## src/verilog/bram_pkg.sv

```systemverilog
package bram_pkg;

   localparam int HALF_AW    = 10;   // word address of one 18K half
   localparam int HALF_DW    = 18;
   localparam int LANE_DW    = 9;    // one byte lane with its ninth bit
   localparam int COMB_AW    = 12;   // word, half, lane
   localparam int FIFO_AW    = 11;   // bit 0 picks the half
   localparam int FIFO_DEPTH = 2048;
   localparam int CNT_W      = 12;   // holds 0 to FIFO_DEPTH

   // width codes on wmode/rmode
   localparam logic [2:0] MODE_36 = 3'b011;
   localparam logic [2:0] MODE_18 = 3'b010;
   localparam logic [2:0] MODE_9  = 3'b001;

   typedef struct packed {
      logic [11:0] pad;
      logic        empty;
      logic        almost_empty;
      logic        underrun;
      logic        full;
      logic        almost_full;
      logic        overrun;
   } fifo_status_t;

   // port B2 read word, either RAM data or FIFO flags
   typedef union packed {
      logic [HALF_DW-1:0] data;
      fifo_status_t       status;
   } rd_word_u;

   // unknown codes fall back to the full 36-bit width
   function automatic logic [2:0] width_code(input logic [2:0] mode);
      if (mode == MODE_18 || mode == MODE_9) begin
         return mode;
      end
      return MODE_36;
   endfunction

endpackage
```

## src/verilog/read_steer.sv

```systemverilog
`timescale 1ns/1ps

module read_steer (
   input  logic                         sclk_a1,
   input  logic                         sresetn,
   input  logic                         split_i,
   input  logic                         fmode_i,
   input  logic [2:0]                   rmode_b1_i,
   input  logic [1:0]                   rd_sel_i,
   input  logic                         rd_take_i,
   input  logic [bram_pkg::HALF_DW-1:0] rdata_h1_i,
   input  logic [bram_pkg::HALF_DW-1:0] rdata_h2_i,
   input  bram_pkg::fifo_status_t       status_i,
   output logic [bram_pkg::HALF_DW-1:0] rdata_b1_o,
   output logic [bram_pkg::HALF_DW-1:0] rdata_b2_o
);
   import bram_pkg::*;

   logic [1:0]         rd_sel_q;    // half and lane of the last read
   logic               fifo_mode;
   logic [HALF_DW-1:0] half_word;
   logic [LANE_DW-1:0] lane_word;
   rd_word_u           b2_word;

   assign fifo_mode = ~split_i & fmode_i;
   assign half_word = rd_sel_q[1] ? rdata_h2_i : rdata_h1_i;
   assign lane_word = rd_sel_q[0] ? half_word[HALF_DW-1:LANE_DW] : half_word[LANE_DW-1:0];

   // loads with the RAM read register
   always_ff @(posedge sclk_a1 or negedge sresetn) begin
      if (!sresetn) begin
         rd_sel_q <= '0;
      end else if (rd_take_i) begin
         rd_sel_q <= rd_sel_i;
      end
   end

   always_comb begin
      rdata_b1_o   = half_word;
      b2_word.data = '0;
      if (split_i) begin
         rdata_b1_o   = rdata_h1_i;
         b2_word.data = rdata_h2_i;
      end else if (fifo_mode) begin
         b2_word.status = status_i;   // flags instead of data
      end else begin
         case (width_code(rmode_b1_i))
            MODE_9:  rdata_b1_o = HALF_DW'(lane_word);   // zero-extended byte
            MODE_18: rdata_b1_o = half_word;
            default: begin
               rdata_b1_o   = rdata_h1_i;
               b2_word.data = rdata_h2_i;
            end
         endcase
      end
   end

   assign rdata_b2_o = b2_word.data;

   // FIFO data holds on B1 until the next pop
   a_fifo_hold: assert property (@(posedge sclk_a1) disable iff (!sresetn)
      (fifo_mode && !rd_take_i) ##1 fifo_mode |-> $stable(rdata_b1_o))
      else $error("fifo read data changed without a pop");

endmodule

```

## config.mk

```make
export PLATFORM = sky130hd
export DESIGN_NAME = read_steer
export DESIGN_NICKNAME = d
export VERILOG_FILES = /design/src/verilog/bram_pkg.sv /design/src/verilog/read_steer.sv
export SDC_FILE = /design/constraint.sdc
export NUM_CORES = 1
export LEC_CHECK = 0
export BUFFER_PORTS_ARGS = -buffer_cell sky130_fd_sc_hd__buf_2
export CAP_MARGIN = 20
export CORE_ASPECT_RATIO = 1.1
export CORE_UTILIZATION = 23
export DETAILED_ROUTE_END_ITERATION = 6
export SYNTH_ARGS = -nofsm -noshare
export SYNTH_HDL_FRONTEND = slang
export SYNTH_SLANG_ARGS = --single-unit
```

## constraint.sdc

```tcl
create_clock -name sclk_a1 -period 1.52 [get_ports sclk_a1]
set_input_delay 0.076 -clock sclk_a1 [delete_from_list [all_inputs] [get_ports sclk_a1]]
set_output_delay 0.076 -clock sclk_a1 [all_outputs]
set_load 0.02 [all_outputs]
```

After elaboration in Yosys (flattened, before gate mapping)
Cells that the tools add are included.
W data, S select, Z words.
{ "word_totals": {"register_bits": 2, "output_inout_bits": 36} }
{ "classes": {"eq_ne": 4, "muxes": 15, "n_bitwise": 2, "reduce_logical": 2} }
{ "ops": {"columns": ["operator", "count"], "rows": [
  ["$mux W18", 6],
  ["$pmux W18 S2", 1],
  ["$mux W3", 4],
  ["$mux W9", 1],
  ["$eq A3 B1 Y1 const B", 2],
  ["$eq A3 B2 Y1 const B", 2],
  ["$mux W1", 3],
  ["$reduce_or A2 Y1", 1],
  ["$and A1 B1 Y1", 1],
  ["$logic_or A1 B1 Y1", 1],
  ["$not A1 Y1", 1]
]} }

Depth between registers and ports, before layout
Gate-level depths: netlist (run 1).
{ "logic_depth": {"depth_word": 13, "depth_mapped": 5, "ltp_nobuf": 4} }

Least setup slack after synthesis (run 1)
Ideal clock, no wire load.
{ "synth_timing": {"path_kind": "reg2out", "start": "register rd_sel_q[0]", "end": "output port rdata_b1_o[0] (netlist name)", "arrival_ns": 1.317, "path_slack_ns": 0.127, "path_stages_with_launch": 6, "n_path_buf": 1, "path_cell_list": "dfrtp_1 -> inv_1 -> a211oi_2 -> nor4bb_1 -> buf_6 -> a221o_1"} }
{ "synth_via": {"elab_chain_len": 4} }
{ "synth_lines": {"columns": ["item", "line", "source"], "rows": [
  ["start, declared", "read_steer.sv:19", "logic [1:0] rd_sel_q;"],
  ["start signal, assigned", "read_steer.sv:34", "rd_sel_q <= rd_sel_i;"],
  ["$mux W9", "read_steer.sv:27", "assign lane_word = rd_sel_q[0] ? half_word[HALF_DW-1:LANE_DW] : half_word[LANE_DW-1:0];"],
  ["$pmux W18 S2", "read_steer.sv:47", "case (width_code(rmode_b1_i))"],
  ["$mux W18", "read_steer.sv:44", "end else if (fifo_mode) begin"],
  ["$mux W18", "read_steer.sv:41", "if (split_i) begin"],
  ["end, declared", "read_steer.sv:14", "output logic [bram_pkg::HALF_DW-1:0] rdata_b1_o,"]
]} }
Every way passes these cells.

Final worst setup path (run 1)
{ "layout_timing": {"start": "register rd_sel_q[0]", "end": "output port rdata_b1_o[2] (netlist name)"} }
Same word-level chain as after synthesis.

==> flow_summary.ini, run 1 <==
[sta]
tightest_slew_ps = 282
finalCritPeriodShare_pct = 112
hold_viol_final = 0
fin_skew_ps = 0
grt_setup_unrepaired = yes
hold_ws_ps = 85.6
report.final.slew_viol_count = 0
finalWorstSetupSlack_ps = -186
max_freq_mhz = 586
setup_viol = 9
relSlewSlack_pct = 81.2
period_needed_ps = 1710

[status]
violations = negative setup slack
status = finished with violations

[floorplanning]
core-area_um2 = 2830
die_area_um2 = 3270
ios = 100
die_y_um = 59.9
fp-row-count = 20
die_x_um = 54.6
start_util_pct = 24.8

[grt]
grt_overflow = 0
grt_use_total_pct = 19.9
grt_first_pass_wirelength_mm = 4.75
grt_pass1_vias = 1108
grt_antenna_before_repair = 0
grt_max_degree = 15

[clocking]
clkTransAtPathRegs_ps = 30
clk-insertion-delay-late_ps = 230
clockRootBuffer = clkbuf_4
cts.htree.levels = 1
numClockSinks = 2
numCtsBuffers = 3
cts_tree = built
ctsLongestPathBuffers = 2

[routing]
drt_iter0_markers = 20
via_count = 1189
vias_per_cell = 5.06
wl_per_cell_um = 14.1
drc_errors = 0
routed_wl_mm = 3.33
detail-route-antenna-nets = 0
first_pass_iters = 4

[critical_path]
reg2reg_depth = 2
worstSetupPathType = register to primary output
critPathMaxFanout = 7
critPathLaunchType = register
critPathCaptureType = primary output
crit_arrival_ps = 1630
cp.required_ps = 1440

[yosys]
ys_types = 23
ys_warn_count = 0
async_flop_share_pct = 100
syn_area_um2 = 701
synthCells = 88
ys_seq_elements = 2
synth_area_per_cell_um2 = 7.96
synth_flop_cell = dfrtp_1
ys_seq_area_share_pct = 7.14
synth_edf_count = 0
synth_fp_nets = 152

[run]
maxCapViolCount = 0

[placement]
dp_hpwl_mm = 2.68
globalplace.congestion = 0.722
portBuffers = 99
preCtsSetupSlack_ps = -374

[final_layout]
largest_reg_flops = 2
top_regs = rd_sel_q x2
fillers = 301
area_growth_pct = 109
register_area_um2 = 50.0
num-nets-final = 268
multiInputGateArea_um2 = 653
drive_above_1_share_pct = 63.9
n_antenna_cell = 0
regMostFlops = rd_sel_q

[power]
ir_drop_v = 0.000529
power.density_nw_per_um2 = 543
p_leak_nw = 0.831

[min_path]
hp-class = input pin to register
whs_path_depth = 2
-- final timing paths --
check                            startpoint            end  slack [ps]
worst max-delay path            rd_sel_q[0]  rdata_b1_o[2]        -190
worst min-delay path            rd_sel_i[1]    rd_sel_q[1]          90
worst max register to register  rd_sel_q[1]    rd_sel_q[1]         590
worst min register to register  rd_sel_q[0]    rd_sel_q[0]         630
max in group asynchronous           sresetn    rd_sel_q[1]        1240
min in group asynchronous           sresetn    rd_sel_q[0]         180
-- worst max-delay path, cell delays in order (launching register included) --
cell	delay, ps
dfrtp_1	340
inv_2	50
a211oi_4	260
nor4bb_4	90
buf_6	140
a221o_1	370
buf_6	140
-- Yosys cell counts, types with 2 or more instances --
library cell / count / area (um^2)
dfrtp_1: 2 / 50.1
buf_2: 4 / 20.0
a21oi_1: 2 / 10.0
mux2_2: 2 / 22.5
o21ai_1: 9 / 45.0
nor2_1: 9 / 33.8
a221o_1: 9 / 90.1
nand2_1: 9 / 33.8
mux2i_1: 8 / 80.1
a22o_1: 18 / 158
nor2b_4: 2 / 27.5
nand2b_1: 2 / 12.5
inv_1: 2 / 7.51
-- power by group --
group | switching [W] | internal [W]
sequential | 0.00000334 | 0.0000590
combinational | 0.000321 | 0.000292
clock | 0.0000342 | 0.0000874
-- routing by layer --
metal  global-route usage (%)  wire length, um  part of all wire [%]
met1                     21.7             1270                    38
met2                     39.2             1850                    56
met3                     2.04              182                   5.5
met4                     4.40               23                  0.69
met5                        0                0                     0
-- cells in the final DEF, fill, tap and decap left out, types with 3 or more instances in the layout --
cell type,Yosys,final
a221o_1,9,9
mux2i_1,8,7
o21ai_1,9,9
buf_6,1,12
nand2_1,9,9
buf_2,4,90
clkbuf_4,0,3
buf_4,0,13
nor2_1,9,9
a22o_1,18,18
-- timing repair --
action | CTS | global route
pin swaps | 1 | 5
hold buffers | 1 | 0
hold endpoints to repair | 2 | 0
buffers inserted | 4 | 0
gates cloned | 0 | 1
resized for setup | 17 | 9
endpoints found under the setup margin | 9 | 9
-- cells by family (layout without fill, tap and decap cells) --
family | count (synthesis) | after routing | synth area share, %
buffers and inverters | 8 | 121 | 6.07
and+or+nand+nor | 26 | 26 | 19.6
muxes | 10 | 10 | 14.6
AOI/OAI and AO/OA | 42 | 43 | 52.5
DFF | 2 | 2 | 7.14
-- stage by stage --
step	cell area, um^2	instances	utilization (%)	TNS (ps)	power [W]
detailed placement	1300	226	45.9	-3260	0.000612
global route	1470	235	51.9	-1920	0.000848
floorplan	701	88	-	0	0.000377
global placement	1300	226	45.9	-2860	0.000602
CTS	1420	234	50.3	-1650	0.000782
finish	1470	235	51.9	-1360	0.000797
-- area by class of cell --
| type | instances | share of cell area [%] |
|---|---|---|
| repair buffers | 116 | 47.2 |
| well taps | 33 | 2.81 |
| inverters | 2 | 0.512 |
| clock buffers | 3 | 1.53 |
| multi-input cells | 79 | 44.5 |
| flip-flops and latches | 2 | 3.41 |
Power figures use the tool's default switching activity.
==> inputs of run 2 (changes only) <==
Settings changed: SETUP_SLACK_MARGIN from default to 0.02.
Clock period 1.52 ns to 1.6 ns, I/O delays scaled along.
==> run 2 against run 1 <==
- the run still ends with negative setup slack left
- sequential cell count unchanged
- design area down 2.6%
- combinational power shrank 7.2%
- critical path type unchanged
- die area is the same
==> flow_summary.ini, run 2 (synthesis gave the netlist of run 1 again) <==
[power]
p_total_w = 0.000745
combPwrFrac_pct = 76.4
p_leak_nw = 0.811
ir_drop_v = 0.000369
power.density_nw_per_um2 = 521
p_int_w = 0.000405
swShare_pct = 45.7
netSwitchingPower_w = 0.000340
power_frac_seq_pct = 8.0
clock_power_share_pct = 15.6

[critical_path]
critPathLaunchType = register
worst-path-buf-inv = 3
critPathMaxFanout = 5
crit_path_top_delay_cell = dfrtp_1
worstSetupPathType = register to primary output
cp_cell_sequence = inv_2 -> a211oi_4 -> buf_4 -> o21bai_4 -> a221o_1 -> buf_6
critPathCaptureType = primary output
crit_family = compound AO/OA/AOI/OAI gates
cp.required_ps = 1520
crit_path_max_incr_delay_ps = 350
crit_arrival_ps = 1640

[final_layout]
regMostFlops = rd_sel_q
num-nets-final = 265
largest_reg_flops = 2
layout_common_cells = buf_2 (92), a22o_1 (18), buf_6 (10), buf_4 (10)
final_common_cell = buf_2
final_core_util_pct = 50.5
drive_above_1_share_pct = 63.8
n_antenna_cell = 0
top_regs = rd_sel_q x2
area_growth_pct = 104

[min_path]
hp-class = input pin to register

[grt]
grt_overflow = 0
grt_use_total_pct = 19.4
grt_pass1_vias = 1079
grt_antenna_before_repair = 0
grt_max_degree = 28
grt_first_pass_wirelength_mm = 4.55

[sta]
finalWorstSetupSlack_ps = -119
setup_viol = 9
fin_skew_ps = 0
period_needed_ps = 1720
report.final.slew_viol_count = 0
finalCritPeriodShare_pct = 107
max_freq_mhz = 582
tightest_slew_ps = 525
relSlewSlack_pct = 64.8
grt_setup_unrepaired = yes
hold_viol_final = 0

[placement]
portBuffers = 99
dp_hpwl_mm = 2.59
globalplace.congestion = 0.695

[floorplanning]
fp-row-count = 20
start_util_pct = 24.8
die_area_um2 = 3270
die_x_um = 54.6
ios = 100
die_y_um = 59.9
core-area_um2 = 2830

[status]
status = finished with violations
violations = negative setup slack

[clocking]
clkTransAtPathRegs_ps = 30
cts_tree = built
cts.htree.levels = 1
ctsLongestPathBuffers = 2
numCtsBuffers = 3
clk-insertion-delay-late_ps = 230
clockRootBuffer = clkbuf_4
numClockSinks = 2

[routing]
detail-route-antenna-nets = 0
drc_errors = 0
drt_iter0_markers = 15
first_pass_iters = 4
vias_per_cell = 5.11
routed_wl_mm = 3.30
wl_per_cell_um = 14.2
via_count = 1186

[run]
maxCapViolCount = 0
[run 2: layout make-up]
type	count	area, um^2
Clock buffer	3	22.5
Fill cell	298	1400
Inverter	2	7.51
Multi-Input combinational cell	79	649
Sequential cell	2	50.0
Tap cell	33	41.3
Timing Repair Buffer	113	658
[run 2: power groups by stage]
stage	Clock [W]	Sequential (W)	Combinational, W
detailed placement	0	0.0000591	0.000517
global placement	0	0.0000590	0.000506
finish	0.000116	0.0000598	0.000569
CTS	0.000116	0.0000594	0.000556
global route	0.000122	0.0000601	0.000610
floorplan	0	0.0000608	0.000297
[run 2: worst paths after layout]
path                                  start  cells after the start       endpoint  slack, ps
worst max-delay path            rd_sel_q[0]                      6  rdata_b1_o[4]       -120
worst max register to register  rd_sel_q[1]                      2    rd_sel_q[1]        640
worst min register to register  rd_sel_q[0]                      2    rd_sel_q[0]        640
max in group asynchronous           sresetn                      2    rd_sel_q[1]       1320
worst min-delay path            rd_sel_i[0]                      2    rd_sel_q[0]         90
min in group asynchronous           sresetn                      2    rd_sel_q[0]        170
[run 2: repair_timing]
item	CTS	global route
hold buffers	1	0
gates resized for setup	17	5
setup buffers	2	2
hold endpoints to repair	2	0
gates cloned	0	1
pin swaps	1	1
endpoints found under the setup margin	9	9
[run 2: through the flow]
step           std cells  setup slack [ps]  hold WS, ps  TNS, ps  area [um^2]
2_1_floorplan         88               203         -216        0          701
3_3_place_gp         223              -238         -131    -2110         1280
3_5_place_dp         223              -396         -127    -3470         1280
4_1_cts              229              -138         91.7    -1140         1380
5_1_grt              232              -170         89.4    -1360         1430
6_report             232              -119         91.0     -902         1430
[run 2: metal layers]
layer,vias to the layer above,GRT usage [%],share of wire [%]
li1,576,-,-
met1,552,21.1,39
met2,52,36.0,54
met3,6,2.54,6.2
met4,0,8.06,1.3
met5,-,0,0
