--- src/verilog/bram_pkg.sv ---
package bram_pkg;

   localparam int HALF_AW    = 10;   // word address of one 18K half
   localparam int HALF_DW    = 18;
   localparam int LANE_DW    = 9;    // one byte lane with its ninth bit
   localparam int COMB_AW    = 12;   // word, half, lane
   localparam int FIFO_AW    = 11;   // bit 0 picks the half
   localparam int FIFO_DEPTH = 2048;
   localparam int CNT_W      = 12;   // holds 0 to FIFO_DEPTH

   // width codes on wmode/rmode
   localparam logic [2:0] MODE_36 = 3'b011;
   localparam logic [2:0] MODE_18 = 3'b010;
   localparam logic [2:0] MODE_9  = 3'b001;

   typedef struct packed {
      logic [11:0] pad;
      logic        empty;
      logic        almost_empty;
      logic        underrun;
      logic        full;
      logic        almost_full;
      logic        overrun;
   } fifo_status_t;

   // port B2 read word, either RAM data or FIFO flags
   typedef union packed {
      logic [HALF_DW-1:0] data;
      fifo_status_t       status;
   } rd_word_u;

   // unknown codes fall back to the full 36-bit width
   function automatic logic [2:0] width_code(input logic [2:0] mode);
      if (mode == MODE_18 || mode == MODE_9) begin
         return mode;
      end
      return MODE_36;
   endfunction

endpackage
--- src/verilog/fifo_ctl.sv ---
`timescale 1ns/1ps

module fifo_ctl (
   input  logic                         sclk_a1,
   input  logic                         sresetn,
   input  logic                         enable_i,
   input  logic                         flush_i,
   input  logic                         wen_i,
   input  logic                         ren_i,
   input  logic [bram_pkg::FIFO_AW-1:0] upae_i,
   input  logic [bram_pkg::FIFO_AW-1:0] upaf_i,
   output logic                         push_o,
   output logic                         pop_o,
   output logic [bram_pkg::FIFO_AW-1:0] waddr_o,
   output logic [bram_pkg::FIFO_AW-1:0] raddr_o,
   output bram_pkg::fifo_status_t       status_o
);
   import bram_pkg::*;

   logic [CNT_W-1:0] count;      // entries held
   logic [CNT_W-1:0] af_level;   // almost-full threshold
   logic             empty;
   logic             full;
   logic             underrun;
   logic             overrun;

   assign empty    = (count == '0);
   assign full     = (count == CNT_W'(FIFO_DEPTH));
   assign af_level = CNT_W'(FIFO_DEPTH) - CNT_W'(upaf_i);

   // flush wins over a strobe in the same cycle
   assign push_o = enable_i & ~flush_i & wen_i & ~full;
   assign pop_o  = enable_i & ~flush_i & ren_i & ~empty;

   always_ff @(posedge sclk_a1 or negedge sresetn) begin
      if (!sresetn) begin
         waddr_o <= '0;
         raddr_o <= '0;
         count   <= '0;
      end else if (flush_i) begin
         waddr_o <= '0;
         raddr_o <= '0;
         count   <= '0;
      end else begin
         if (push_o) begin
            waddr_o <= waddr_o + 1'b1;   // wraps at depth
         end
         if (pop_o) begin
            raddr_o <= raddr_o + 1'b1;
         end
         count <= count + CNT_W'(push_o) - CNT_W'(pop_o);
      end
   end

   // sticky error flags, cleared only by flush or reset
   always_ff @(posedge sclk_a1 or negedge sresetn) begin
      if (!sresetn) begin
         overrun  <= 1'b0;
         underrun <= 1'b0;
      end else if (flush_i) begin
         overrun  <= 1'b0;
         underrun <= 1'b0;
      end else begin
         if (enable_i && wen_i && full) begin
            overrun <= 1'b1;   // write dropped
         end
         if (enable_i && ren_i && empty) begin
            underrun <= 1'b1;
         end
      end
   end

   always_comb begin
      status_o              = '0;
      status_o.empty        = empty;
      status_o.almost_empty = (count <= CNT_W'(upae_i));
      status_o.underrun     = underrun;
      status_o.full         = full;
      status_o.almost_full  = (count >= af_level);
      status_o.overrun      = overrun;
   end

   a_count_max: assert property (@(posedge sclk_a1) disable iff (!sresetn)
      count <= CNT_W'(FIFO_DEPTH))
      else $error("fifo count above depth");

   // pointer distance tracks the fill count, modulo depth
   a_ptr_count: assert property (@(posedge sclk_a1) disable iff (!sresetn)
      count[FIFO_AW-1:0] == FIFO_AW'(waddr_o - raddr_o))
      else $error("fifo count disagrees with pointer distance");

endmodule

--- config.mk ---
export PLATFORM = sky130hd
export DESIGN_NAME = fifo_ctl
export DESIGN_NICKNAME = d
export VERILOG_FILES = /design/src/verilog/bram_pkg.sv /design/src/verilog/fifo_ctl.sv
export SDC_FILE = /design/constraint.sdc
export NUM_CORES = 1
export LEC_CHECK = 0
export BUFFER_PORTS_ARGS = -buffer_cell sky130_fd_sc_hd__buf_2
export CORE_MARGIN = 2
export CORE_UTILIZATION = 56
export CTS_BUF_LIST = sky130_fd_sc_hd__clkbuf_8
export DETAILED_ROUTE_END_ITERATION = 7
export PLACE_DENSITY = 0.83
export SYNTH_ARGS = -nofsm -noshare
export SYNTH_HDL_FRONTEND = slang
export SYNTH_SLANG_ARGS = --single-unit
--- constraint.sdc ---
create_clock -name sclk_a1 -period 6.1 [get_ports sclk_a1]
set_input_delay 1.83 -clock sclk_a1 [delete_from_list [all_inputs] [get_ports sclk_a1]]
set_output_delay 1.83 -clock sclk_a1 [all_outputs]
set_load 0.02 [all_outputs]
### Word-level counts from Yosys, hierarchy flattened

Cells that the tools add are included.

| word-level totals | value |
|---|---|
| bits in read-only memories | 0 |
| input bits | 28 |
| flip-flop bits (word level) | 36 |
| bits in writable memories | 0 |
| memories kept | 0 |
| output and inout port bits | 42 |
| bits in latches | 0 |
| logic and storage cells | 39 |

| cells by class | value |
|---|---|
| magnitude comparators | 2 |
| shift-type cells | 0 |
| eq/ne operators | 1 |
| multiplexer cells | 9 |
| bitwise operators | 8 |
| multiply operators | 0 |
| reduce and logical (&&, ||, !) cells | 9 |
| add/subtract/negate cells | 5 |
| div/mod/pow operators | 0 |

Operators by type and width:

| cell | count |
|---|---|
| $mux W11 | 4 |
| $add A11 B1 Y11 const B | 2 |
| $add A12 B1 Y12 | 1 |
| $eq A12 B12 Y1 const B | 1 |
| $ge A12 B12 Y1 | 1 |
| $le A12 B11 Y1 | 1 |
| $logic_not A12 Y1 | 1 |
| $mux W12 | 1 |
| $sub A12 B1 Y12 | 1 |
| $sub A12 B11 Y12 const A | 1 |
| $reduce_bool A2 Y1 | 4 |
| $and A1 B1 Y1 | 5 |
| $logic_and A1 B1 Y1 | 4 |
| $mux W1 | 4 |
| $not A1 Y1 | 3 |

### Longest topological paths before layout

Gate-level depths: netlist of the first run.

| depth | value |
|---|---|
| depth in word-level cells | 7 |
| mapped depth | 13 |
| gate-level depth less buffers | 13 |

### Worst setup path after synthesis of the first run

No wires, ideal clock.

| timing path | value |
|---|---|
| path type | input to output |
| from | in upaf_i[5] (netlist bit) |
| to | out status_o[1] (netlist bit) |
| stages on the path | 9 |
| data arrival time | 3.772 ns |
| buffers on the path | 0 |
| setup slack | 0.498 ns |
| data required time | 4.270 ns |
| cell sequence | nor4_1 > nand2_1 > or4_1 > xnor2_1 > ha_1 > a21o_1 > a21o_1 > a21oi_1 > o21ai_0 |

RTL lines:

| element | RTL line | RTL |
|---|---|---|
| start, declared | fifo_ctl.sv:11 | `input logic [bram_pkg::FIFO_AW-1:0] upaf_i,` |
| end, declared | fifo_ctl.sv:16 | `output bram_pkg::fifo_status_t status_o` |

==> results of run 1 <==
power groups by stage:
stage                     combinational, mW  clock [mW]  sequential (mW)
final                                 0.650       0.185            0.309
after detailed placement              0.640           0            0.313
after floorplan                       0.510           0            0.302
after global routing                  0.734       0.197            0.314
after global placement                0.610           0            0.312
after CTS                             0.652       0.189            0.309
final timing paths:
check,startpoint,endpoint,cells past startpoint
setup / recovery,upaf_i[5],status_o[1],11
hold / removal,overrun,overrun,1
setup reg to reg,count[4],count[10],14
hold reg to reg,overrun,overrun,1
max in group asynchronous,sresetn,raddr_o[4],1
min in group asynchronous,sresetn,waddr_o[3],1
through the flow:
stage	instance area, um^2	total power [mW]	utilization	setup WS, ns
floorplan	3015	0.8122	-	0.4978
global placement	3271	0.9219	0.6404	0.2978
detailed placement	3271	0.9536	0.6404	0.2026
CTS	3367	1.150	0.6592	0.2113
global route	3367	1.246	0.6592	0.08233
finish	3367	1.144	0.6592	0.2230
area by class of cell:
type	instances	area, um^2	share of cell area
Inverter	32	120.1	0.03567
Clock buffer	7	96.34	0.02861
Timing Repair Buffer	60	307.8	0.09142
Sequential cell	36	900.9	0.2676
Tap cell	70	87.58	0.02601
Multi-Input combinational cell	252	1854	0.5507
flip-flops by register name (all words and copies together) (netlist names):
name,flops
count,12
raddr_o,11
overrun,1
underrun,1
waddr_o,11
cell usage in the layout, fill, tap and decap left out, drive strengths merged, types with 9 or more instances in the layout:
cell / instances
xnor2: 16
nand4: 10
nand2: 13
xor2: 18
dfrtp: 36
ha: 44
buf: 60
nor2b: 9
nor2: 36
inv: 32
conb: 12
a21oi: 14
kinds of logic after synthesis:
group | after synthesis
compound gates | 48
other cells | 1
flops | 36
simple gates | 109
xor+xnor | 34
fa+ha+maj | 45
buf+inv | 53
mux | 4
metal layers:
layer  vias to the layer above  track usage  part of all wire
met1                      1135       0.2787              0.44
met3                         8      0.03882             0.052
li1                       1222            -                 -
met5                         -            0                 0
met2                        66       0.3877              0.50
met4                         0      0.06000             0.011
synthesized netlist by cell type, drive strengths merged (2+ instances only):
cell    number
mux2         2
a311o        2
nand3        6
clkbuf       3
nor3         7
xor2        18
or3          3
and3         8
inv         32
o31a         2
nand2b       3
a21o         8
xnor2       16
mux2i        2
buf         18
o21ai        5
nor2b        9
nor2        36
or4          2
nand4       10
nand2       13
a21oi       14
nand3b       6
a31oi        5
ha          44
dfrtp       36
critical path: stages:
cell and delay, ns:
buf_2 0.12, nor4_1 0.34, nand2_1 0.15, or4_1 0.43, xnor2_1 0.15, ha_1 0.29
a21o_1 0.18, a21o_1 0.16, a21oi_1 0.14, o21ai_0 0.09, buf_2 0.16
==> flow_summary.json, run 1 <==
{
  "die-width_um": 76.88,
  "crit_fanout": 3,
  "worstSetupStartpointType": "input pin",
  "p_sw_mw": 0.4786,
  "synth_top_area_share": 0.3029,
  "wl_per_cell_um": 13.45,
  "cts_hold_buf": 0,
  "hold_viol_final": 0,
  "synth_fa_ha_area_frac": 0.1918,
  "fp.dieH_um": 76.88,
  "core_um2": 5107,
  "drt-vias-per-instance": 5.319,
  "yosysWarnings": 0,
  "clk_latency_ns": 0.29,
  "cts.path.max_buffers": 2,
  "grt_pass1_wl_um": 10700,
  "drt-initial-drc-count": 60,
  "first_pass_iters": 4,
  "criticalPathCategory": "in2out",
  "synth_compound_area_frac": 0.1106,
  "maxCapViolations": 0,
  "drv_slew": 0,
  "setup_tns_ns": 0,
  "synth_area_um2": 2974,
  "synthSimpleGateAreaFrac": 0.1914,
  "cts_sinks": 36,
  "fillCellCount": 447,
  "ff2ff_setup_slack_ns": 2.71,
  "period_share": 0.9634,
  "intPower_mw": 0.6651,
  "synth.yosys.seq_area_share": 0.3029,
  "num_rows": 26,
  "yosys.area.top_type": "dfrtp_1",
  "cts_resized": 0,
  "track_usage": 0.2208,
  "nets": 460,
  "rsz0062_at_grt": "false",
  "synth_xor_area_frac": 0.1001,
  "fin_crit_ns": 5.877,
  "pwr-share-comb": 0.568,
  "sw_frac_of_total": 0.4184,
  "hpwl_um": 4699,
  "critPathArrivalTime_ns": 4.05,
  "boundaryPins": 70,
  "initial_core_util": 0.5823,
  "cp.required_ns": 4.27,
  "synth-async-reset-ratio": 1.000,
  "grt.overflow.total": 0,
  "clock_skew_ns": 0.006837,
  "yosys-top-cells-area": "dfrtp_1 (30%), ha_1 (19%), xor2_1 (5.3%), xnor2_1 (4.7%), nor2_1 (4.5%)",
  "synth_edf_count": 0,
  "p_per_area_nw_per_um2": 339.7,
  "max_freq_mhz": 170.2,
  "gp_congestion": 0.8664,
  "num_vias": 2431,
  "p_leak_nw": 1.796,
  "num_antenna_cells": 0,
  "clkPwrFrac": 0.162,
  "synth_top_family_by_area": "adder cells",
  "cp-end-kind": "output port",
  "area_growth_pct": 13.21,
  "synth_ff_type": "dfrtp_1",
  "numPortBuffers": 57,
  "grt_max_degree": 37,
  "die_area_um2": 5910,
  "path_clk_slew_ns": 0.07,
  "tightest_slew_ns": 0.8434,
  "clockRootBuffer": "clkbuf_8",
  "drive_gt1_frac": 0.1835,
  "synth_area_per_cell_um2": 9.012,
  "drc_errors": 0,
  "slew_headroom": 0.4232,
  "seqPwrFrac": 0.270,
  "cts_buffers": 5,
  "final_antenna_net_count": 0,
  "syn_inst": 330,
  "dp_cells": 450,
  "yosysUniqueCellTypes": 48,
  "antenna_found_initial": 0,
  "cts_setup_buffers": 0,
  "grt_pass1_vias": 2431,
  "routed_wirelength_um": 6148,
  "synth_seq_cells": 36,
  "stdcell_count": 457,
  "synth_mux_area_frac": 0.01430,
  "hold_slack_ns": 0.5052,
  "peakVddDrop_mv": 0.1670,
  "cts_tree": "built",
  "hp-class": "reg2reg",
  "h-tree-depth": 2,
  "setup-violations-final": 0,
  "outcome": "complete, no violations"
}
(Power assumes the default switching activity.)
==> run 2, diff against run 1 <==
--- a/config.mk
+++ b/config.mk
@@ -5,7 +5,8 @@
 export SDC_FILE = /design/constraint.sdc
 export NUM_CORES = 1
 export LEC_CHECK = 0
-export BUFFER_PORTS_ARGS = -buffer_cell sky130_fd_sc_hd__buf_2
+export BUFFER_PORTS_ARGS = -buffer_cell sky130_fd_sc_hd__buf_4
+export CORE_ASPECT_RATIO = 1.75
 export CORE_MARGIN = 2
 export CORE_UTILIZATION = 56
 export CTS_BUF_LIST = sky130_fd_sc_hd__clkbuf_8
==> flow_summary.json, run 2 (synthesis gave the netlist of run 1 again) <==
{
  "cts.path.max_buffers": 2,
  "final_common_cell": "buf_4",
  "clk_latency_ns": 0.29,
  "top_layer_used": "met4",
  "largest_reg_flops": 12,
  "core_um2": 5211,
  "seqPwrFrac": 0.260,
  "cts_setup_buffers": 0,
  "cp-end-kind": "output port",
  "hpwl_um": 4905,
  "max_freq_mhz": 169.7,
  "nets": 459,
  "critPathArrivalTime_ns": 4.06,
  "clockRootBuffer": "clkbuf_8",
  "cts_hold_buf": 0,
  "slew_headroom": 0.4464,
  "drt-vias-per-instance": 5.602,
  "drt-initial-drc-count": 41,
  "grt_max_degree": 40,
  "drc_errors": 0,
  "hold_slack_ns": 0.4971,
  "num_vias": 2476,
  "intPower_mw": 0.7013,
  "track_usage": 0.2271,
  "grt_pass1_wl_um": 10470,
  "cts_resized": 0,
  "drive_gt1_frac": 0.1835,
  "setup-violations-final": 0,
  "peakVddDrop_mv": 0.1955,
  "worstSetupStartpointType": "input pin",
  "initial_core_util": 0.5707,
  "path_clk_slew_ns": 0.07,
  "final_antenna_net_count": 0,
  "area_growth_pct": 17.63,
  "clkPwrFrac": 0.178,
  "h-tree-depth": 2,
  "outcome": "complete, no violations",
  "cts_buffers": 5,
  "grt_pass1_vias": 2441,
  "wl_met1_um": 2471,
  "antenna_found_initial": 0,
  "fp.dieH_um": 100.4,
  "maxCapViolations": 0,
  "gp_congestion": 0.8810,
  "rsz0062_at_grt": "false",
  "fillCellCount": 429,
  "power.total_mw": 1.186,
  "wl_met2_um": 3470,
  "top_regs": "count (12), raddr_o (11), waddr_o (11)",
  "sw_frac_of_total": 0.4085,
  "hp-class": "reg2reg",
  "boundaryPins": 70,
  "criticalPathCategory": "in2out",
  "final_cell_mix": "buf_4 (59), ha_1 (44), nor2_1 (36), dfrtp_1 (36), inv_1 (32)",
  "p_leak_nw": 1.817,
  "regMostFlops": "count",
  "pwr-share-comb": 0.562,
  "first_pass_iters": 4,
  "fin_crit_ns": 5.894,
  "crit_fanout": 3,
  "num_antenna_cells": 0,
  "cts_tree": "built",
  "hold_depth": 1,
  "hold_viol_final": 0,
  "routed_wirelength_um": 6327,
  "cts_sinks": 36,
  "setup_tns_ns": 0,
  "num_rows": 35,
  "p_sw_mw": 0.4844,
  "clock_skew_ns": 0.004246,
  "met3WireLength_um": 221,
  "period_share": 0.9663,
  "p_per_area_nw_per_um2": 338.9,
  "reg2regPathDepth": 13,
  "grt.overflow.total": 0,
  "cp.required_ns": 4.27,
  "wl_per_cell_um": 14.31,
  "numPortBuffers": 57,
  "die-width_um": 59.09,
  "die_area_um2": 5933,
  "drv_slew": 0,
  "tightest_slew_ns": 0.8265
}
==> run 2: cell types whose count changed in the layout (fill, tap and decap cells not counted), sizes merged <==
cell,delta
buf,-1
bufinv,+1
clkinvlp,+1
clkinv,+1
clkbuf,-2
==> run 2: stage by stage <==
| step | utilization | instances | cell area (um^2) | setup WS (ns) |
|---|---|---|---|---|
| after floorplan | - | 341 | 3015 | 0.4978 |
| after global placement | 0.6499 | 434 | 3387 | 0.2697 |
| after detailed placement | 0.6499 | 434 | 3387 | 0.1771 |
| after CTS | 0.6713 | 442 | 3498 | 0.1744 |
| after global routing | 0.6713 | 442 | 3498 | 0.05049 |
| final | 0.6713 | 442 | 3498 | 0.2058 |
==> run 2: layout make-up <==
| type | count | area (um^2) | share of cell area |
|---|---|---|---|
| Clock buffer | 5 | 68.82 | 0.01967 |
| Clock inverter | 3 | 42.54 | 0.01216 |
| Inverter | 32 | 120.1 | 0.03433 |
| Multi-Input combinational cell | 252 | 1854 | 0.5300 |
| Sequential cell | 36 | 900.9 | 0.2575 |
| Tap cell | 55 | 68.82 | 0.01967 |
| Timing Repair Buffer | 59 | 442.9 | 0.1266 |
==> run 2: critical path, stage by stage <==
cell	delay, ns
buf_4	0.12
nor4_1	0.33
nand2_1	0.14
or4_1	0.43
xnor2_1	0.20
ha_1	0.28
a21o_1	0.18
a21o_1	0.16
a21oi_1	0.14
o21ai_0	0.10
buf_4	0.16
==> run 2: power groups by stage <==
stage	registers, mW	logic (mW)	clock network (mW)
5_1_grt	0.314	0.755	0.220
4_1_cts	0.308	0.665	0.215
3_3_place_gp	0.311	0.634	0
3_5_place_dp	0.313	0.661	0
2_1_floorplan	0.302	0.510	0
6_report	0.309	0.666	0.211
==> run 2: final timing paths <==
check	start	endpoint	slack [ns]
min	overrun	overrun	0.50
min reg2reg	overrun	overrun	0.50
max	upaf_i[5]	status_o[1]	0.21
max in group asynchronous	sresetn	count[1]	4.29
max reg2reg	count[9]	count[10]	2.41
min in group asynchronous	sresetn	raddr_o[4]	1.49
==> run 2: per-layer routing <==
layer / GRT usage / up-vias
met2: 0.4256 / 56
li1: - / 1218
met3: 0.03479 / 13
met4: 0.1014 / 0
met1: 0.2375 / 1189
met5: 0 / -
