[src/verilog/bram_pkg.sv]
package bram_pkg;

   localparam int HALF_AW    = 10;   // word address of one 18K half
   localparam int HALF_DW    = 18;
   localparam int LANE_DW    = 9;    // one byte lane with its ninth bit
   localparam int COMB_AW    = 12;   // word, half, lane
   localparam int FIFO_AW    = 11;   // bit 0 picks the half
   localparam int FIFO_DEPTH = 2048;
   localparam int CNT_W      = 12;   // holds 0 to FIFO_DEPTH

   // width codes on wmode/rmode
   localparam logic [2:0] MODE_36 = 3'b011;
   localparam logic [2:0] MODE_18 = 3'b010;
   localparam logic [2:0] MODE_9  = 3'b001;

   typedef struct packed {
      logic [11:0] pad;
      logic        empty;
      logic        almost_empty;
      logic        underrun;
      logic        full;
      logic        almost_full;
      logic        overrun;
   } fifo_status_t;

   // port B2 read word, either RAM data or FIFO flags
   typedef union packed {
      logic [HALF_DW-1:0] data;
      fifo_status_t       status;
   } rd_word_u;

   // unknown codes fall back to the full 36-bit width
   function automatic logic [2:0] width_code(input logic [2:0] mode);
      if (mode == MODE_18 || mode == MODE_9) begin
         return mode;
      end
      return MODE_36;
   endfunction

endpackage
[src/verilog/port_steer.sv]
`timescale 1ns/1ps

module port_steer (
   input  logic                         split_i,
   input  logic                         fmode_i,
   input  logic [2:0]                   wmode_a1_i,
   input  logic [2:0]                   rmode_b1_i,
   input  logic                         wen_a1_i,
   input  logic [1:0]                   be_a1_i,
   input  logic [bram_pkg::COMB_AW-1:0] addr_a1_i,
   input  logic [bram_pkg::HALF_DW-1:0] wdata_a1_i,
   input  logic                         wen_a2_i,
   input  logic [1:0]                   be_a2_i,
   input  logic [bram_pkg::HALF_AW-1:0] addr_a2_i,
   input  logic [bram_pkg::HALF_DW-1:0] wdata_a2_i,
   input  logic                         ren_b1_i,
   input  logic [bram_pkg::COMB_AW-1:0] addr_b1_i,
   input  logic                         ren_b2_i,
   input  logic [bram_pkg::HALF_AW-1:0] addr_b2_i,
   input  logic                         push_i,
   input  logic                         pop_i,
   input  logic [bram_pkg::FIFO_AW-1:0] waddr_i,
   input  logic [bram_pkg::FIFO_AW-1:0] raddr_i,
   output logic                         wen_h1_o,
   output logic [1:0]                   be_h1_o,
   output logic [bram_pkg::HALF_AW-1:0] waddr_h1_o,
   output logic [bram_pkg::HALF_DW-1:0] wdata_h1_o,
   output logic                         ren_h1_o,
   output logic [bram_pkg::HALF_AW-1:0] raddr_h1_o,
   output logic                         wen_h2_o,
   output logic [1:0]                   be_h2_o,
   output logic [bram_pkg::HALF_AW-1:0] waddr_h2_o,
   output logic [bram_pkg::HALF_DW-1:0] wdata_h2_o,
   output logic                         ren_h2_o,
   output logic [bram_pkg::HALF_AW-1:0] raddr_h2_o,
   output logic [1:0]                   rd_sel_o,
   output logic                         rd_take_o
);
   import bram_pkg::*;

   logic       fifo_mode;
   logic [2:0] wmode;
   logic [2:0] rmode;

   assign fifo_mode = ~split_i & fmode_i;
   assign wmode     = width_code(wmode_a1_i);
   assign rmode     = width_code(rmode_b1_i);

   // write side
   always_comb begin
      wen_h1_o   = wen_a1_i;
      wen_h2_o   = wen_a1_i;
      be_h1_o    = be_a1_i;
      be_h2_o    = be_a1_i;
      waddr_h1_o = addr_a1_i[COMB_AW-1:2];
      waddr_h2_o = addr_a1_i[COMB_AW-1:2];
      wdata_h1_o = wdata_a1_i;
      wdata_h2_o = wdata_a1_i;
      if (split_i) begin
         waddr_h1_o = addr_a1_i[HALF_AW-1:0];   // low word bits only
         wen_h2_o   = wen_a2_i;
         be_h2_o    = be_a2_i;
         waddr_h2_o = addr_a2_i;
         wdata_h2_o = wdata_a2_i;
      end else if (fifo_mode) begin
         wen_h1_o   = push_i & ~waddr_i[0];   // entries alternate halves
         wen_h2_o   = push_i & waddr_i[0];
         be_h1_o    = 2'b11;
         be_h2_o    = 2'b11;
         waddr_h1_o = waddr_i[FIFO_AW-1:1];
         waddr_h2_o = waddr_i[FIFO_AW-1:1];
      end else if (wmode != MODE_36) begin
         wen_h1_o = wen_a1_i & ~addr_a1_i[1];
         wen_h2_o = wen_a1_i & addr_a1_i[1];
         if (wmode == MODE_9) begin
            be_h1_o    = 2'b01 << addr_a1_i[0];
            be_h2_o    = 2'b01 << addr_a1_i[0];
            wdata_h1_o = {2{wdata_a1_i[LANE_DW-1:0]}};   // same byte on both lanes
            wdata_h2_o = {2{wdata_a1_i[LANE_DW-1:0]}};
         end
      end else begin
         be_h2_o    = be_a2_i;
         wdata_h2_o = wdata_a2_i;   // upper 18 bits of the 36-bit word
      end
   end

   // read side
   always_comb begin
      ren_h1_o   = ren_b1_i;
      ren_h2_o   = ren_b1_i;
      raddr_h1_o = addr_b1_i[COMB_AW-1:2];
      raddr_h2_o = addr_b1_i[COMB_AW-1:2];
      rd_sel_o   = addr_b1_i[1:0];
      rd_take_o  = ren_b1_i;
      if (split_i) begin
         raddr_h1_o = addr_b1_i[HALF_AW-1:0];
         ren_h2_o   = ren_b2_i;
         raddr_h2_o = addr_b2_i;
      end else if (fifo_mode) begin
         ren_h1_o   = pop_i & ~raddr_i[0];
         ren_h2_o   = pop_i & raddr_i[0];
         raddr_h1_o = raddr_i[FIFO_AW-1:1];
         raddr_h2_o = raddr_i[FIFO_AW-1:1];
         rd_sel_o   = {raddr_i[0], 1'b0};
         rd_take_o  = pop_i;   // underrun leaves the output alone
      end else if (rmode != MODE_36) begin
         ren_h1_o = ren_b1_i & ~addr_b1_i[1];   // only the addressed half
         ren_h2_o = ren_b1_i & addr_b1_i[1];
      end
   end

endmodule

[config.mk]
export PLATFORM = sky130hd
export DESIGN_NAME = port_steer
export DESIGN_NICKNAME = d
export VERILOG_FILES = /design/src/verilog/bram_pkg.sv /design/src/verilog/port_steer.sv
export SDC_FILE = /design/constraint.sdc
export NUM_CORES = 1
export LEC_CHECK = 0
export ABC_CLOCK_PERIOD_IN_PS = 3300
export BUFFER_PORTS_ARGS = -buffer_cell sky130_fd_sc_hd__buf_2
export CAP_MARGIN = 20
export CORE_AREA = 2 2 81 83
export DETAILED_ROUTE_END_ITERATION = 12
export DIE_AREA = 0 0 83 85
export PLACE_DENSITY = 0.72
export SLEW_MARGIN = 20
export SYNTH_ARGS = -nofsm -noshare
export SYNTH_HDL_FRONTEND = slang
export SYNTH_SLANG_ARGS = --single-unit
[constraint.sdc]
create_clock -name vclk -period 3.3
set_clock_uncertainty 0.15 [all_clocks]
set_input_delay 0.825 -clock vclk [all_inputs]
set_output_delay 0.825 -clock vclk [all_outputs]
set_load 0.005 [all_outputs]
Yosys cells after proc, flatten, opt, wreduce, memory -nomap -nowiden
Index checks and enable logic that the tools add are counted.
{"block": "op_classes", "n_eq_ne": 7, "shift": 1, "muxes": 42, "bitwise_logic": 14, "reduce_logical": 2}
{"op": "$mux 18", "n": 7}
{"op": "$mux 10", "n": 6}
{"op": "$mux 2", "n": 9}
{"op": "$mux 1", "n": 16}
{"op": "$mux 3", "n": 4}
{"op": "$and 1x1->1", "n": 9}
{"op": "$eq 3x1->1 const B", "n": 3}
{"op": "$eq 3x2->1 const B", "n": 2}
{"op": "$ne 3x2->1 const B", "n": 2}
{"op": "$not 1->1", "n": 5}
{"op": "$logic_or 1x1->1", "n": 2}
{"op": "$shl 1x1->2 const A", "n": 1}
{"block": "word_totals", "regBits": 0, "out_inout_bits": 87}

Longest topological paths before layout
Gate-level depths: netlist of run 1.
{"block": "depth", "depth_word": 9, "mapped_depth": 7}

Least setup slack after synthesis of run 1
OpenSTA, ideal clock, no wires.
{"block": "synth_path", "kind": "input -> output", "from": "input fmode_i", "to": "output wdata_h2_o[8] in the netlist's numbering", "arrival_ns": 1.912, "required_time_ns": 2.325, "setup_slack_ns": 0.413, "path_stages": 6, "n_path_buf": 3, "path_cell_list": "clkbuf_1 nand2b_1 buf_2 o31ai_4 buf_6 mux2_4"}
{"block": "synth_between", "elab_chain_len": 3}
{"element": "start, declared", "line_no": "port_steer.sv:5", "rtl": "input logic fmode_i,"}
{"element": "$and 1x1->1", "line_no": "port_steer.sv:45", "rtl": "assign fifo_mode = ~split_i & fmode_i;"}
{"element": "$mux 18", "line_no": "port_steer.sv:65", "rtl": "end else if (fifo_mode) begin"}
{"element": "$mux 18", "line_no": "port_steer.sv:59", "rtl": "if (split_i) begin"}
{"element": "end, declared", "line_no": "port_steer.sv:33", "rtl": "output logic [bram_pkg::HALF_DW-1:0] wdata_h2_o,"}
No other way between the ends.

Worst setup path after layout of run 1
{"block": "layout_path", "from": "input split_i", "to": "output wdata_h2_o[15] in the netlist's numbering"}
{"block": "layout_between", "elab_chain_len": 4}
{"element": "start, declared", "line_no": "port_steer.sv:4", "rtl": "input logic split_i,"}
{"element": "$not 1->1", "line_no": "port_steer.sv:45"}
{"element": "$and 1x1->1", "line_no": "port_steer.sv:45"}
{"element": "$mux 18", "line_no": "port_steer.sv:65"}
{"element": "$mux 18 (*)", "line_no": "port_steer.sv:59"}
Mark *: on every way between the ends. The rest lies on a longest branch, timed or not.

==> metrics, run 1 <==
starting density of the core a little under a quarter; area of the mapped netlist roughly 1400 um^2; internal power between 0.15 and 0.2 mW; initial antenna violation count 0; Resized cells post-CTS 0; setup repair after global routing missed its margin no; maximum number of pins on one net before global-route repair 43; number of stages on the worst hold path 2; Yosys warning total 0; DRC violation count after routing 0; utilization of the core after routing between 40% and 50%; setup tns final 0 ps; clock period minus final worst setup slack 3100 ps; Worst Setup Path Type input port to primary output; vias in the first global route approximately 2.1k; synthesized net count about 360; element type at the critical path end primary output; switching part of the total between 40% and 50%; number of violations reported at the end of detailed-routing iteration 0 82; status completed; global-route wire length before repair between 10000 and 15000 um; hold-fix buffers at CTS 0; Gate Count Post-Synth approximately 240; die width 83 um; Seq Cell Count 0; number of iterations in the first detailed-routing pass 5; total wire length after detailed routing about 6700 um; area added between synthesis and finish 74.1%; capture point of the worst path wdata_h2_o[15]; total setup buffers inserted after CTS 0; power dissipated by switching net loads 0.170 mW; arrival time at the worst endpoint roughly 2100 ps; total inserted antenna cells 0; number of endpoints with negative hold slack in the final report 0; cell accounting for the most synthesized area sky130_fd_sc_hd__a21oi_1; peak supply drop approximately 0.00006 V; max_slew headroom around 70%; top cells by area, synth sky130_fd_sc_hd__a21oi_1 15%, sky130_fd_sc_hd__mux2_2 13%, sky130_fd_sc_hd__inv_1 11%, sky130_fd_sc_hd__o211a_1 11%, sky130_fd_sc_hd__nand2_1 6.0%; post-synthesis cell type count 36; Max Slew Vio Count 0; CP max FO 9; average wire per standard cell 13.1 um; via density per instance 4.72; Post-Syn Area per Cell around 6 um^2; standard-cell row count 29; antenna-violating nets left 0; Hold WC Path Type input port to primary output; share of cells above drive strength 1 a little under three fifths; die footprint roughly 7100 um^2; Net count, final 552; global-route usage over all layers between 15 and 20%; maximum clock frequency 323 MHz; combinational share of power 100.0%; register share of total power 0%; category of the worst setup path launch point input port; critical path launch point split_i; slew at the pin with the worst max-slew slack 437 ps; via total after detailed routing about 2.4k; detailed-placement wirelength estimate 5630 um; total power divided by cell area roughly 140 nW/um^2; grt ovf 0; quantity of I/O buffers inserted on ports 207; num ports 207; leakage power between 1.5 and 2 nW; Worst EP required 2320 ps; max-cap viol count 0; global placement routability congestion 0.932; Clk network pwr share 0%; Std-Cell Core Area ~6200 um^2; Yosys top cell area share 14.7%; vertical extent of the die about 85 um; share of the cycle needed by the critical path after routing roughly 94%; Storage cell area 0 um^2; register area share after synthesis 0%; final setup violation count 0; final-layout clock buffer total 0
-- layout by cell type (no fill, tap or decap), types with 9 or more instances in the layout --
cell type                 instances
sky130_fd_sc_hd__buf_4           10
sky130_fd_sc_hd__buf_2          207
sky130_fd_sc_hd__nor2_1          21
sky130_fd_sc_hd__o22ai_1          9
sky130_fd_sc_hd__inv_1           43
sky130_fd_sc_hd__nand2_1         23
sky130_fd_sc_hd__o211a_1         16
sky130_fd_sc_hd__mux2_2          17
sky130_fd_sc_hd__a21oi_1         42
-- metal layers --
metal  vias up  part of all wire (%)  track usage (%)
met5         -                     0                0
met4         0                  0.33             1.04
met3         2                   7.4             1.46
met2       121                    50             31.2
met1      1067                    42             21.6
li1       1205                     -                -
-- worst max-delay path, cell delays in order --
cell	delay, ps
sky130_fd_sc_hd__buf_2	190
sky130_fd_sc_hd__nand2b_1	200
sky130_fd_sc_hd__buf_4	190
sky130_fd_sc_hd__o31a_1	330
sky130_fd_sc_hd__o22ai_1	130
sky130_fd_sc_hd__nor2_1	120
sky130_fd_sc_hd__buf_2	120
-- Yosys cell counts, drive strengths merged --
cell type	n
xnor2	2
a31o	1
o22ai	9
nor2	21
o31a	1
a211oi	4
nand3	1
a32o	1
a32oi	1
a2111oi	1
inv	43
buf	20
a31oi	1
nor3	4
a2bb2oi	2
o311ai	2
mux2i	2
clkbuf	6
o31ai	1
nand2b	2
nand2	24
nor3b	2
o2bb2ai	3
mux2	18
o211a	16
o211ai	1
o21ai	3
or2b	1
nor2b	4
a21oi	42
-- power groups by stage --
stage                     Combinational, mW  Sequential [mW]  Clock, mW
after floorplan                       0.171                0          0
after global placement                0.348                0          0
after detailed placement              0.353                0          0
after CTS                             0.355                0          0
after global routing                  0.391                0          0
final                                 0.353                0          0
-- area by class of cell --
class,instances,area [um^2]
inverters,43,161
repair buffers,217,1110
well taps,77,96.3
fillers,678,3710
multi-input cells,170,1120
-- how the worst min path moves through the flow --
stage,slack [ps],endpoint,from
finish,1710,wdata_h1_o[1],wdata_a1_i[1]
global route,1730,wdata_h1_o[3],wdata_a1_i[3]
CTS,1710,wdata_h1_o[1],wdata_a1_i[1]
detailed placement,1710,wdata_h1_o[1],wdata_a1_i[1]
global placement,1710,wdata_h1_o[3],wdata_a1_i[3]
floorplan,1580,wdata_h1_o[0],wdata_a1_i[0]
-- per-stage QoR --
stage               hold WS [ps]  setup slack [ps]  total power [mW]  cells  cell area, um^2
finish                      1710               205             0.353    507             2490
global route                1730              65.0             0.391    507             2490
CTS                         1710               202             0.355    507             2490
detailed placement          1710               204             0.353    507             2490
global placement            1710               275             0.348    507             2490
floorplan                   1580               413             0.171    239             1430
-- cell families after synthesis --
| logic type | synth area share (%) |
|---|---|
| xor gates and xnor gates | 1.22 |
| AOI/OAI and AO/OA | 42.8 |
| and+or+nand+nor | 18.7 |
| buffers and inverters | 21.5 |
| muxes | 15.8 |
No activity file was read; power rests on OpenSTA's default activity.
==> run 2, diff against run 1 <==
--- a/config.mk
+++ b/config.mk
@@ -5,13 +5,13 @@
 export SDC_FILE = /design/constraint.sdc
 export NUM_CORES = 1
 export LEC_CHECK = 0
-export ABC_CLOCK_PERIOD_IN_PS = 3300
+export ABC_CLOCK_PERIOD_IN_PS = 2680
 export BUFFER_PORTS_ARGS = -buffer_cell sky130_fd_sc_hd__buf_2
 export CAP_MARGIN = 20
-export CORE_AREA = 2 2 81 83
+export CORE_AREA = 2 2 80 82
 export DETAILED_ROUTE_END_ITERATION = 12
-export DIE_AREA = 0 0 83 85
-export PLACE_DENSITY = 0.72
+export DIE_AREA = 0 0 82 84
+export PLACE_DENSITY = 0.76
 export SLEW_MARGIN = 20
 export SYNTH_ARGS = -nofsm -noshare
 export SYNTH_HDL_FRONTEND = slang
==> constraint.sdc (replaced) <==
create_clock -name vclk -period 2.68
set_clock_uncertainty 0.15 [all_clocks]
set_input_delay 0.67 -clock vclk [all_inputs]
set_output_delay 0.67 -clock vclk [all_outputs]
set_load 0.005 [all_outputs]
==> run 2 against run 1 <==
  * Sequential share of layout area unchanged
  * Combinational power rose by 31%
  * Power increased by 31%
  * Critical endpoint is now wdata_h2_o[9]
  * Largest cell class is now non-clock buffers
==> metrics, run 2 (same netlist as run 1, synthesis figures left out) <==
maximum clock frequency around 370 MHz; max-cap viol count 0; antenna-violating nets left 0; CP max FO 8; total wire length after detailed routing around 6800 um; critical path launch point wmode_a1_i[0]; starting density of the core a little under a quarter; clock period minus final worst setup slack ~2700 ps; Hold WC Path Type input port to primary output; number of violations reported at the end of detailed-routing iteration 0 74; initial antenna violation count 0; total inserted antenna cells 0; standard-cell row count 29; global placement routability congestion roughly 0.8; most frequent standard cell in the layout excluding fill and tap cells sky130_fd_sc_hd__buf_2; combinational share of power 100.0%; Max Slew Vio Count 0; via density per instance ~4.8; average wire per standard cell about 13 um; final setup violation count 0; setup tns final 0 ps; Net count, final between 500 and 600; maximum number of pins on one net before global-route repair 43; switching part of the total 47.1%; global-route wire length before repair 9940 um; via total after detailed routing between 2k and 2.5k; Clk network pwr share 0%; internal power between 0.2 and 0.25 mW; share of the cycle needed by the critical path after routing between 90 and 100%; final-layout fill cell count roughly 660; capture point of the worst path wdata_h2_o[9]; # placed instances 512; setup repair after global routing missed its margin yes; leakage power between 1.5 and 2 nW; Seq Cell Count 0; category of the worst setup path launch point input port; quantity of I/O buffers inserted on ports 207; detailed-placement wirelength estimate 5800 um; grt ovf 0; area added between synthesis and finish 84.1%; utilization of the core after routing 43.3%; vias in the first global route 2181; Storage cell area 0 um^2; total power divided by cell area approximately 180 nW/um^2; register share of total power 0%; Worst EP required 1860 ps; die width ~80 um; status completed; number of endpoints with negative hold slack in the final report 0; final-layout clock buffer total 0; max_slew headroom 71.0%; peak supply drop about 0.000085 V; Cell Count, Final, Fillers Out 512; num ports 207; Worst Setup Path Type input port to primary output; share of cells above drive strength 1 57.5%; Std-Cell Core Area 6100 um^2; die footprint just under 7000 um^2; slew at the pin with the worst max-slew slack 429 ps; element type at the critical path end primary output; arrival time at the worst endpoint between 1500 and 2000 ps; number of iterations in the first detailed-routing pass 6; DRC violation count after routing 0; power dissipated by switching net loads ~0.22 mW; global-route usage over all layers 17.5%; vertical extent of the die around 84 um; commonest cells after routing, fill and taps aside 204 x sky130_fd_sc_hd__buf_2, 43 x sky130_fd_sc_hd__inv_1, 42 x sky130_fd_sc_hd__a21oi_1
## run 2: cell count changes in the layout (fill, tap and decap cells not counted), sizes merged
cell  change
buf       +5
## run 2: routing by layer
layer	up-vias	global-route usage (%)	wire length (um)
met1	1103	20.9	2800
li1	1213	-	-
met3	10	1.19	461
met4	0	1.67	79
met5	-	0	0
met2	126	34.0	3510
## run 2: worst min-delay path by stage
stage | startpoint | endpoint | cells past startpoint
2_1_floorplan | wdata_a1_i[0] | wdata_h1_o[0] | 1
3_3_place_gp | wdata_a1_i[1] | wdata_h1_o[1] | 2
3_5_place_dp | wdata_a1_i[1] | wdata_h1_o[1] | 2
4_1_cts | wdata_a1_i[2] | wdata_h1_o[2] | 2
5_1_grt | wdata_a1_i[2] | wdata_h1_o[2] | 2
6_report | wdata_a1_i[2] | wdata_h1_o[2] | 2
## run 2: power groups by stage
stage	clock (mW)	sequential (mW)	combinational [mW]
6_report	0	0	0.462
4_1_cts	0	0	0.461
3_5_place_dp	0	0	0.450
5_1_grt	0	0	0.510
3_3_place_gp	0	0	0.442
2_1_floorplan	0	0	0.211
## run 2: stage by stage
step / hold slack, ps / cell area, um^2 / setup slack [ps] / total power [mW]
CTS: 1400 / 2620 / -2.56 / 0.461
finish: 1400 / 2640 / 8.94 / 0.462
detailed placement: 1400 / 2570 / -35.8 / 0.450
global route: 1420 / 2640 / -72.3 / 0.510
global placement: 1400 / 2570 / -14.5 / 0.442
floorplan: 1270 / 1430 / 103 / 0.211
## run 2: final cells by class
cell class	instances	area, um^2	share of cell area (%)
repair buffers	222	1220	46.1
inverters	43	161	6.12
well taps	77	96.3	3.65
multi-input cells	170	1160	44.1
## run 2: worst max-delay path, stage by stage
cell	delay, ps
sky130_fd_sc_hd__buf_8	100
sky130_fd_sc_hd__buf_6	110
sky130_fd_sc_hd__or2b_1	240
sky130_fd_sc_hd__o31a_1	360
sky130_fd_sc_hd__o22ai_1	190
sky130_fd_sc_hd__nor2_1	60
sky130_fd_sc_hd__buf_2	120
## run 2: what timing repair did
| item | in CTS | in global routing |
|---|---|---|
| hold buffers | 0 | 0 |
| gates resized for setup | 11 | 5 |
| pin swaps | 2 | 3 |
| endpoints found under the setup margin | 27 | 24 |
| buffers inserted | 1 | 0 |
